**src/hdl/commit_defines.svh**
```systemverilog
`ifndef COMMIT_DEFINES_SVH
`define COMMIT_DEFINES_SVH

// datapath widths
`define COMMIT_DATA_W 32
`define COMMIT_REG_W 5

// every exception redirects here
`define COMMIT_EXC_VECTOR 32'hbfc0_0380

// cause codes as seen in the cause register
`define COMMIT_CAUSE_INT 5'd0
`define COMMIT_CAUSE_ADEL 5'd4
`define COMMIT_CAUSE_ADES 5'd5
`define COMMIT_CAUSE_SYS 5'd8

// lane operation kinds
`define COMMIT_OP_ALU 2'd0
`define COMMIT_OP_LOAD 2'd1
`define COMMIT_OP_STORE 2'd2
`define COMMIT_OP_SYSCALL 2'd3

`endif

```
**src/hdl/commit_pkg.sv**
```systemverilog
`include "commit_defines.svh"

package commit_pkg;

    // data word and address
    typedef logic [`COMMIT_DATA_W-1:0] word_t;

    // destination register number
    typedef logic [`COMMIT_REG_W-1:0] reg_addr_t;

    // exception cause code
    typedef logic [4:0] cause_t;

    // lane operation kind, see COMMIT_OP_* in the defines
    typedef logic [1:0] op_kind_t;

    // lane index inside a bundle
    typedef logic lane_t;

    // exception stage
    typedef enum logic [1:0]
    {
        ex_idle,
        ex_hold,
        ex_mem_wait,
        ex_blocked
    } ex_state_t;

    // data stage
    typedef enum logic [1:0]
    {
        dt_empty,
        dt_wait_data,
        dt_done
    } dt_state_t;

endpackage

```
**src/hdl/commit_if.sv**
```systemverilog
`timescale 1ns/1ps

interface commit_if;

    // handshake between the two stages
    logic                          full;
    logic                          advance;

    // per lane bundle fields
    logic                    [1:0] valid;
    commit_pkg::op_kind_t    [1:0] kind;
    commit_pkg::word_t       [1:0] pc;
    commit_pkg::reg_addr_t   [1:0] dest;
    commit_pkg::word_t       [1:0] result;

    // exception result of the bundle
    logic                          exc_valid;
    commit_pkg::lane_t             exc_lane;
    commit_pkg::cause_t            exc_cause;
    commit_pkg::word_t             exc_epc;
    logic                          is_load;

    modport producer
    (
        output full, valid, kind, pc, dest, result,
        output exc_valid, exc_lane, exc_cause, exc_epc, is_load,
        input  advance
    );

    modport consumer
    (
        input  full, valid, kind, pc, dest, result,
        input  exc_valid, exc_lane, exc_cause, exc_epc, is_load,
        output advance
    );

endinterface

```
**src/hdl/exception_stage.sv**
```systemverilog
`timescale 1ns/1ps
`include "commit_defines.svh"

module exception_stage
(
    input  logic                  clk,
    input  logic                  reset,
    input  logic                  in_valid,
    output logic                  in_ready,
    input  logic                  lane0_valid,
    input  commit_pkg::op_kind_t  lane0_kind,
    input  commit_pkg::word_t     lane0_pc,
    input  commit_pkg::reg_addr_t lane0_dest,
    input  commit_pkg::word_t     lane0_addr,
    input  commit_pkg::word_t     lane0_wdata,
    input  commit_pkg::word_t     lane0_result,
    input  logic                  lane1_valid,
    input  commit_pkg::op_kind_t  lane1_kind,
    input  commit_pkg::word_t     lane1_pc,
    input  commit_pkg::reg_addr_t lane1_dest,
    input  commit_pkg::word_t     lane1_addr,
    input  commit_pkg::word_t     lane1_wdata,
    input  commit_pkg::word_t     lane1_result,
    input  logic                  irq,
    input  logic                  status_ie,
    input  logic                  unblock,
    output logic                  dmem_req,
    output logic                  dmem_we,
    output commit_pkg::word_t     dmem_addr,
    output commit_pkg::word_t     dmem_wdata,
    input  logic                  dmem_addr_ok,
    commit_if.producer            cx
);

    // only lane 0 is wired to the data port
    localparam int MEM_LANE = 0;

    logic                    [1:0] in_lv;
    commit_pkg::op_kind_t    [1:0] in_kind;
    commit_pkg::word_t       [1:0] in_pc;
    commit_pkg::reg_addr_t   [1:0] in_dest;
    commit_pkg::word_t       [1:0] in_addr;
    commit_pkg::word_t       [1:0] in_wdata;
    commit_pkg::word_t       [1:0] in_result;
    logic                    [1:0] lane_fault;
    commit_pkg::cause_t      [1:0] lane_cause;
    logic                          int_taken;
    logic                          exc_hit;
    commit_pkg::lane_t             exc_lane_n;
    commit_pkg::cause_t            exc_cause_n;
    commit_pkg::word_t             exc_epc_n;
    logic                          mem_go;
    logic                          accept;
    logic                          pass;
    logic                          mem_we;
    commit_pkg::word_t             mem_addr;
    commit_pkg::word_t             mem_wdata;
    commit_pkg::ex_state_t         state;

    function automatic logic is_mem(input commit_pkg::op_kind_t k);
        return (k == `COMMIT_OP_LOAD) || (k == `COMMIT_OP_STORE);
    endfunction

    assign in_lv     = {lane1_valid, lane0_valid};
    assign in_kind   = {lane1_kind, lane0_kind};
    assign in_pc     = {lane1_pc, lane0_pc};
    assign in_dest   = {lane1_dest, lane0_dest};
    assign in_addr   = {lane1_addr, lane0_addr};
    assign in_wdata  = {lane1_wdata, lane0_wdata};
    assign in_result = {lane1_result, lane0_result};

    // per lane alignment and syscall check
    always_comb
    begin
        for (int i = 0; i < 2; i++)
        begin
            lane_fault[i] = 1'b0;
            lane_cause[i] = `COMMIT_CAUSE_SYS;
            if (in_lv[i])
            begin
                case (in_kind[i])
                    `COMMIT_OP_LOAD:
                    begin
                        lane_fault[i] = |in_addr[i][1:0];
                        lane_cause[i] = `COMMIT_CAUSE_ADEL;
                    end
                    `COMMIT_OP_STORE:
                    begin
                        lane_fault[i] = |in_addr[i][1:0];
                        lane_cause[i] = `COMMIT_CAUSE_ADES;
                    end
                    `COMMIT_OP_SYSCALL:
                        lane_fault[i] = 1'b1;
                    default:
                        lane_fault[i] = 1'b0;
                endcase
            end
        end
    end

    assign int_taken = irq && status_ie;

    // interrupt first, then lane 0, then lane 1
    always_comb
    begin
        exc_hit     = 1'b1;
        exc_lane_n  = 1'b0;
        exc_cause_n = `COMMIT_CAUSE_INT;
        exc_epc_n   = lane0_pc;
        if (int_taken)
            exc_cause_n = `COMMIT_CAUSE_INT;
        else if (lane_fault[0])
            exc_cause_n = lane_cause[0];
        else if (lane_fault[1])
        begin
            exc_lane_n  = 1'b1;
            exc_cause_n = lane_cause[1];
            exc_epc_n   = lane1_pc;
        end
        else
            exc_hit = 1'b0;
    end

    assign mem_go = in_lv[MEM_LANE] && is_mem(in_kind[MEM_LANE]) &&
                    !int_taken && !lane_fault[MEM_LANE];

    // request only while the data stage can take the bundle on addr_ok
    assign dmem_req   = (state == commit_pkg::ex_mem_wait) && cx.advance;
    assign dmem_we    = mem_we;
    assign dmem_addr  = mem_addr;
    assign dmem_wdata = mem_wdata;

    assign cx.full = (state == commit_pkg::ex_hold) || (dmem_req && dmem_addr_ok);
    assign pass    = cx.full && cx.advance;

    assign in_ready = (state == commit_pkg::ex_idle) ||
                      (state == commit_pkg::ex_blocked && unblock) ||
                      (pass && !cx.exc_valid);
    assign accept   = in_valid && in_ready;

    always_ff @(posedge clk)
    begin
        if (reset)
            state <= commit_pkg::ex_idle;
        else if (accept)
            state <= mem_go ? commit_pkg::ex_mem_wait : commit_pkg::ex_hold;
        else if (pass)
            state <= cx.exc_valid ? commit_pkg::ex_blocked : commit_pkg::ex_idle;
        else if (state == commit_pkg::ex_blocked && unblock)
            state <= commit_pkg::ex_idle;
    end

    always_ff @(posedge clk)
    begin
        if (accept)
        begin
            cx.valid     <= in_lv;
            cx.kind      <= in_kind;
            cx.pc        <= in_pc;
            cx.dest      <= in_dest;
            cx.result    <= in_result;
            cx.exc_valid <= exc_hit;
            cx.exc_lane  <= exc_lane_n;
            cx.exc_cause <= exc_cause_n;
            cx.exc_epc   <= exc_epc_n;
            cx.is_load   <= mem_go && (in_kind[MEM_LANE] == `COMMIT_OP_LOAD);
            mem_we       <= (in_kind[MEM_LANE] == `COMMIT_OP_STORE);
            mem_addr     <= in_addr[MEM_LANE];
            mem_wdata    <= in_wdata[MEM_LANE];
        end
    end

    a_req_stable: assert property (@(posedge clk) disable iff (reset)
        dmem_req && !dmem_addr_ok |=> dmem_req && $stable(dmem_we) &&
                                      $stable(dmem_addr) && $stable(dmem_wdata));

    a_lane1_no_mem: assert property (@(posedge clk) disable iff (reset)
        accept && lane1_valid |-> !is_mem(lane1_kind));

endmodule

```
**src/hdl/data_stage.sv**
```systemverilog
`timescale 1ns/1ps
`include "commit_defines.svh"

module data_stage
(
    input  logic                  clk,
    input  logic                  reset,
    input  logic                  dmem_data_ok,
    input  commit_pkg::word_t     dmem_rdata,
    commit_if.consumer            cx,
    output logic                  unblock,
    output logic                  lane0_wb_valid,
    output commit_pkg::word_t     lane0_wb_pc,
    output commit_pkg::reg_addr_t lane0_wb_dest,
    output commit_pkg::word_t     lane0_wb_data,
    output logic                  lane1_wb_valid,
    output commit_pkg::word_t     lane1_wb_pc,
    output commit_pkg::reg_addr_t lane1_wb_dest,
    output commit_pkg::word_t     lane1_wb_data,
    output logic                  redirect_valid,
    output commit_pkg::word_t     redirect_pc,
    output commit_pkg::cause_t    exc_cause,
    output commit_pkg::word_t     exc_epc
);

    logic                    [1:0] d_valid;
    commit_pkg::op_kind_t    [1:0] d_kind;
    commit_pkg::word_t       [1:0] d_pc;
    commit_pkg::reg_addr_t   [1:0] d_dest;
    commit_pkg::word_t       [1:0] d_result;
    logic                          d_exc_valid;
    commit_pkg::lane_t             d_exc_lane;
    commit_pkg::cause_t            d_cause;
    commit_pkg::word_t             d_epc;
    commit_pkg::word_t             load_data;
    logic                    [1:0] wb_valid;
    commit_pkg::word_t       [1:0] wb_data;
    logic                          take;
    commit_pkg::dt_state_t         state;

    // a bundle in done leaves on this edge, so it can be replaced
    assign cx.advance = (state == commit_pkg::dt_empty) || (state == commit_pkg::dt_done);
    assign take       = cx.full && cx.advance;

    always_ff @(posedge clk)
    begin
        if (reset)
            state <= commit_pkg::dt_empty;
        else if (take)
            state <= cx.is_load ? commit_pkg::dt_wait_data : commit_pkg::dt_done;
        else if (state == commit_pkg::dt_wait_data && dmem_data_ok)
            state <= commit_pkg::dt_done;
        else if (state == commit_pkg::dt_done)
            state <= commit_pkg::dt_empty;
    end

    always_ff @(posedge clk)
    begin
        if (take)
        begin
            d_valid     <= cx.valid;
            d_kind      <= cx.kind;
            d_pc        <= cx.pc;
            d_dest      <= cx.dest;
            d_result    <= cx.result;
            d_exc_valid <= cx.exc_valid;
            d_exc_lane  <= cx.exc_lane;
            d_cause     <= cx.exc_cause;
            d_epc       <= cx.exc_epc;
        end
        if (state == commit_pkg::dt_wait_data && dmem_data_ok)
            load_data <= dmem_rdata;
    end

    // lane 1 dies on any fault, lane 0 only on its own
    always_comb
    begin
        for (int i = 0; i < 2; i++)
        begin
            wb_valid[i] = (state == commit_pkg::dt_done) && d_valid[i] &&
                          (d_kind[i] == `COMMIT_OP_ALU || d_kind[i] == `COMMIT_OP_LOAD) &&
                          !(d_exc_valid && (i == 1 || d_exc_lane == 1'b0));
            wb_data[i]  = (d_kind[i] == `COMMIT_OP_LOAD) ? load_data : d_result[i];
        end
    end

    assign lane0_wb_valid = wb_valid[0];
    assign lane0_wb_pc    = d_pc[0];
    assign lane0_wb_dest  = d_dest[0];
    assign lane0_wb_data  = wb_data[0];
    assign lane1_wb_valid = wb_valid[1];
    assign lane1_wb_pc    = d_pc[1];
    assign lane1_wb_dest  = d_dest[1];
    assign lane1_wb_data  = wb_data[1];

    assign redirect_valid = (state == commit_pkg::dt_done) && d_exc_valid;
    assign redirect_pc    = `COMMIT_EXC_VECTOR;
    assign exc_cause      = d_cause;
    assign exc_epc        = d_epc;
    assign unblock        = redirect_valid;

    // lane 0 writes beside a redirect only when lane 1 raised it
    a_no_killed_wb: assert property (@(posedge clk) disable iff (reset)
        redirect_valid && wb_valid[0] |-> d_epc == d_pc[1] && d_cause == `COMMIT_CAUSE_SYS);

    a_data_ok_expected: assert property (@(posedge clk) disable iff (reset)
        dmem_data_ok |-> state == commit_pkg::dt_wait_data);

endmodule

```
**src/hdl/commit_unit.sv**
```systemverilog
`timescale 1ns/1ps

module commit_unit
(
    input  logic                  clk,
    input  logic                  reset,
    input  logic                  in_valid,
    output logic                  in_ready,
    input  logic                  lane0_valid,
    input  commit_pkg::op_kind_t  lane0_kind,
    input  commit_pkg::word_t     lane0_pc,
    input  commit_pkg::reg_addr_t lane0_dest,
    input  commit_pkg::word_t     lane0_addr,
    input  commit_pkg::word_t     lane0_wdata,
    input  commit_pkg::word_t     lane0_result,
    input  logic                  lane1_valid,
    input  commit_pkg::op_kind_t  lane1_kind,
    input  commit_pkg::word_t     lane1_pc,
    input  commit_pkg::reg_addr_t lane1_dest,
    input  commit_pkg::word_t     lane1_addr,
    input  commit_pkg::word_t     lane1_wdata,
    input  commit_pkg::word_t     lane1_result,
    input  logic                  irq,
    input  logic                  status_ie,
    output logic                  dmem_req,
    output logic                  dmem_we,
    output commit_pkg::word_t     dmem_addr,
    output commit_pkg::word_t     dmem_wdata,
    input  logic                  dmem_addr_ok,
    input  logic                  dmem_data_ok,
    input  commit_pkg::word_t     dmem_rdata,
    output logic                  lane0_wb_valid,
    output commit_pkg::word_t     lane0_wb_pc,
    output commit_pkg::reg_addr_t lane0_wb_dest,
    output commit_pkg::word_t     lane0_wb_data,
    output logic                  lane1_wb_valid,
    output commit_pkg::word_t     lane1_wb_pc,
    output commit_pkg::reg_addr_t lane1_wb_dest,
    output commit_pkg::word_t     lane1_wb_data,
    output logic                  redirect_valid,
    output commit_pkg::word_t     redirect_pc,
    output commit_pkg::cause_t    exc_cause,
    output commit_pkg::word_t     exc_epc
);

    // redirect seen, exception stage may take bundles again
    logic unblock;

    commit_if u_commit_if ();

    exception_stage u_exception_stage
    (
        .clk, .reset, .in_valid, .in_ready,
        .lane0_valid, .lane0_kind, .lane0_pc, .lane0_dest,
        .lane0_addr, .lane0_wdata, .lane0_result,
        .lane1_valid, .lane1_kind, .lane1_pc, .lane1_dest,
        .lane1_addr, .lane1_wdata, .lane1_result,
        .irq, .status_ie, .unblock,
        .dmem_req, .dmem_we, .dmem_addr, .dmem_wdata, .dmem_addr_ok,
        .cx (u_commit_if.producer)
    );

    data_stage u_data_stage
    (
        .clk, .reset, .dmem_data_ok, .dmem_rdata,
        .cx (u_commit_if.consumer),
        .unblock,
        .lane0_wb_valid, .lane0_wb_pc, .lane0_wb_dest, .lane0_wb_data,
        .lane1_wb_valid, .lane1_wb_pc, .lane1_wb_dest, .lane1_wb_data,
        .redirect_valid, .redirect_pc, .exc_cause, .exc_epc
    );

endmodule

```
**config.mk**
```make
export PLATFORM = sky130hd
export DESIGN_NAME = commit_unit
export DESIGN_NICKNAME = d
export VERILOG_FILES = /design/src/hdl/commit_pkg.sv /design/src/hdl/commit_if.sv /design/src/hdl/exception_stage.sv /design/src/hdl/data_stage.sv /design/src/hdl/commit_unit.sv
export VERILOG_INCLUDE_DIRS = /design/src /design/src/hdl
export SDC_FILE = /design/constraint.sdc
export NUM_CORES = 1
export LEC_CHECK = 0
export BUFFER_PORTS_ARGS = -buffer_cell sky130_fd_sc_hd__buf_2
export CAP_MARGIN = 20
export CELL_PAD_IN_SITES_DETAIL_PLACEMENT = 0
export CELL_PAD_IN_SITES_GLOBAL_PLACEMENT = 1
export CORE_AREA = 10 10 220 222
export DETAILED_ROUTE_END_ITERATION = 16
export DIE_AREA = 0 0 230 232
export GPL_ROUTABILITY_DRIVEN = 0
export HOLD_SLACK_MARGIN = 0.1
export PLACE_DENSITY_LB_ADDON = 0.1
export SLEW_MARGIN = 5
export SYNTH_ARGS = -nofsm -noshare
export SYNTH_HDL_FRONTEND = slang
export SYNTH_SLANG_ARGS = --single-unit
```
**constraint.sdc**
```tcl
create_clock -name clk -period 16.3 [get_ports clk]
set_input_delay 0.815 -clock clk [delete_from_list [all_inputs] [get_ports clk]]
set_output_delay 0.815 -clock clk [all_outputs]
set_load 0.01 [all_outputs]
```
==> out/summary.log <==
qor: drt.wl 41,300 um
qor: job.number_of_max_cap_violations 0
qor: timing.hold_violations 0
qor: synthesis.most_area_hungry_cell_type_in_the_yosys_netlist sky130_fd_sc_hd__edfxtp_1
qor: place.placed_area 19,100 um^2
qor: drt.dr_iter_0_viols 460
qor: timing.worst-slew-pin-transition 1060 ps
qor: synthesis.yosys.area_share.xor_xnor 0
qor: synthesis.synth_sequential_area_ratio 0.871
qor: die.dieArea 53,400 um^2
qor: die.core_area 43,900 um^2
qor: global_routing.number_of_global_route_vias_before_repair 8,545
qor: global_routing.grt_overflow_total 0
qor: timing.slew_headroom 0.294
qor: power.irDropWorstVdd 0.0914 mV
qor: place.place.port_buffers 491
qor: cts.cts_buffers 49
qor: timing.final.setup.worst_slack 12,520 ps
qor: synthesis.synth.avg_cell_area 23.3 um^2
qor: synthesis.synth_mux_area_frac 0.0746
qor: synthesis.adder_cell_area_share_of_the_yosys_netlist 0.00549
qor: cts.post_cts.resized_instances 0
qor: die.placementRows 77
qor: power.powerDensity 150 nW/um^2
qor: cells_and_area.mostFrequentLayoutCells 491 x sky130_fd_sc_hd__buf_2, 460 x sky130_fd_sc_hd__edfxtp_1, 66 x sky130_fd_sc_hd__mux2_2
qor: timing.min_period_over_period 0.232
qor: power.p_leak 7.91 nW
qor: place.place_hpwl 30,200 um
qor: global_routing.grt_antenna_before_repair 18
qor: timing.maxSlewViolCount 0
qor: timing.fin_skew 14.5 ps
qor: synthesis.synth_top_flop_cell sky130_fd_sc_hd__edfxtp_1
qor: synthesis.synthArstFlopShare 0
qor: cts.clk_transition_reported_paths 60 ps
qor: die.die_w 230 um
qor: timing.final_period_minus_worst_setup_slack 3780 ps
qor: cts.clk-insertion-delay-late 570 ps
qor: drt.routedWlPerCell 22.3 um
qor: die.io_pins 588
qor: cells_and_area.fin_nets 1,540
qor: cts.clockRootBuffer sky130_fd_sc_hd__clkbuf_16
qor: synthesis.synth_compound_gate_area_share 0.00863
qor: cells_and_area.area_overhead_vs_synth 29.2%
qor: cts.cts_post_setup_buffers_inserted 0
qor: hold_path.worstHoldPathType reg2reg
qor: setup_path.worstSetupStartpointType register
qor: synthesis.ys_ff_latch 464
qor: drt.postRouteAntennaNets 0
qor: timing.timing.final.setup_violations 0
qor: timing.fmax 265 MHz
qor: cts.htreeDepth 2
qor: synthesis.synth-edff-count 460
qor: drt.detail_route.drc_violations 0
qor: timing.hold-worst-slack 412 ps
qor: synthesis.largest_family_of_logic_cells_by_synthesized_area multiplexers
qor: synthesis.synth.cell_area 16,000 um^2
qor: synthesis.synth-simple-area-share 0.0169
qor: setup_path.worst-path-max-fanout 78
qor: cells_and_area.finalInstanceArea 20,600 um^2
qor: setup_path.critical_path_class reg2reg
qor: synthesis.ys.warnings.count 0
qor: timing.timing.setup.tns 0 ps
qor: setup_path.timing.critical_path.to_type register
qor: outcome.outcome complete, no violations
qor: synthesis.synthTopCellsByArea sky130_fd_sc_hd__edfxtp_1 87%, sky130_fd_sc_hd__mux2_2 4.7%, sky130_fd_sc_hd__mux2_4 2.7%, sky130_fd_sc_hd__buf_4 1.6%, sky130_fd_sc_hd__ha_1 0.55%
qor: global_routing.grt_usage 0.147
qor: setup_path.critPathRequiredTime 16,490 ps
qor: cts.clock_sinks 464
qor: drt.detail_route.vias_per_cell 4.36
qor: timing.rsz_0062_raised_after_global_routing no
qor: synthesis.synth_largest_type_area_fraction 0.866
qor: cts.cts-hold-fix-buffers 0
qor: die.start_util 0.363
qor: global_routing.grt_start_max_net_pins 80
qor: drt.detail_route.first_pass.iterations 4
qor: cts.cts_tree done
qor: cells_and_area.final_layout_size_suffix_gt1_frac 0.533
qor: synthesis.postSynthCellCount 686
qor: cells_and_area.postLayoutCoreUtil 0.469
qor: place.pre_cts_ws 12,100 ps
qor: global_routing.grt_pass1_wl 57,900 um
qor: drt.vias_post_dr 8,070
qor: setup_path.arrival 3970 ps
qor: cells_and_area.mostFrequentLayoutCell sky130_fd_sc_hd__buf_2
qor: cts.clockBufferDepth 3
qor: synthesis.ys_types 36
qor: die.die_h 232 um
==> critical path, stage by stage, from the launching register on <==
cell and delay (ps):
sky130_fd_sc_hd__dfxtp_1 430, sky130_fd_sc_hd__nor4b_1 720, sky130_fd_sc_hd__o21a_4 490, sky130_fd_sc_hd__buf_4 820, sky130_fd_sc_hd__buf_4 800
==> synth_stat cells (3+ instances only) <==
cell / n
sky130_fd_sc_hd__nor4b_1: 3
sky130_fd_sc_hd__nand2_1: 6
sky130_fd_sc_hd__clkbuf_1: 3
sky130_fd_sc_hd__nor3_4: 3
sky130_fd_sc_hd__o21a_1: 3
sky130_fd_sc_hd__nor2_1: 9
sky130_fd_sc_hd__inv_1: 7
sky130_fd_sc_hd__mux2_2: 66
sky130_fd_sc_hd__mux2_4: 29
sky130_fd_sc_hd__nand2b_1: 6
sky130_fd_sc_hd__ha_1: 7
sky130_fd_sc_hd__buf_2: 6
sky130_fd_sc_hd__dfxtp_1: 4
sky130_fd_sc_hd__nor2b_1: 5
sky130_fd_sc_hd__buf_4: 34
sky130_fd_sc_hd__edfxtp_1: 460
sky130_fd_sc_hd__o21ai_0: 3
sky130_fd_sc_hd__a21oi_1: 6
sky130_fd_sc_hd__buf_6: 4
==> kinds of logic after synthesis <==
| family | after synthesis |
|---|---|
| multiplexers | 96 |
| buffers and inverters | 54 |
| AO/OA/AOI/OAI | 21 |
| adder cells (fa/ha/maj) | 7 |
| flip-flops | 464 |
| AND/OR/NAND/NOR | 42 |
| other | 2 |
==> where the power goes <==
part | switching [W] | total (W) | leakage (nW) | internal, W
clock network | 0.000429 | 0.00107 | 0.746 | 0.000639
registers | 0.0000424 | 0.00159 | 4.39 | 0.00155
logic | 0.000280 | 0.000431 | 2.78 | 0.000151
==> cell type report <==
class / instances / area (um^2)
tap: 592 / 741
sequential: 464 / 13900
clock buffer: 65 / 1350
multi-input combinational: 200 / 1850
clock inverter: 18 / 185
inverter: 7 / 26.3
fill: 3893 / 23300
antenna: 7 / 17.5
timing repair buffer: 500 / 2540
==> sequential cells by signal (all words and copies together) (netlist names), 5 cells and up <==
register,count
u_data_stage.d_result,64
u_data_stage.lane0_wb_dest,5
u_data_stage.exc_epc,32
u_exception_stage.cx.result,64
u_data_stage.load_data,32
u_data_stage.lane1_wb_pc,32
u_exception_stage.dmem_wdata,32
u_exception_stage.cx.pc,64
u_data_stage.lane1_wb_dest,5
u_exception_stage.cx.exc_epc,32
u_exception_stage.dmem_addr,32
u_exception_stage.cx.dest,10
u_data_stage.lane0_wb_pc,32
==> worst paths after layout <==
kind	startpoint	end	slack, ps	cells after the start
setup / recovery	u_data_stage.state[0]	u_exception_stage.cx.pc[53]	12520	4
hold / removal	u_exception_stage.cx.pc[16]	u_data_stage.lane0_wb_pc[16]	410	0
setup reg to reg	u_data_stage.state[0]	u_exception_stage.cx.pc[53]	12520	4
hold reg to reg	u_exception_stage.cx.pc[16]	u_data_stage.lane0_wb_pc[16]	410	0
==> metrics by stage <==
step	cells	total power, W
6_report	1853	0.00309
3_5_place_dp	1763	0.00206
4_1_cts	1846	0.00315
2_1_floorplan	718	0.00189
5_1_grt	1848	0.00323
3_3_place_gp	1762	0.00206
==> metal layers <==
layer | global-route usage | wire length [um] | up-vias
met5 | 0 | 180 | -
met4 | 0.0425 | 692 | 26
met3 | 0.0906 | 5540 | 72
met2 | 0.233 | 19600 | 357
met1 | 0.164 | 15300 | 3900
li1 | - | - | 3715
Power figures use the tool's default switching activity.
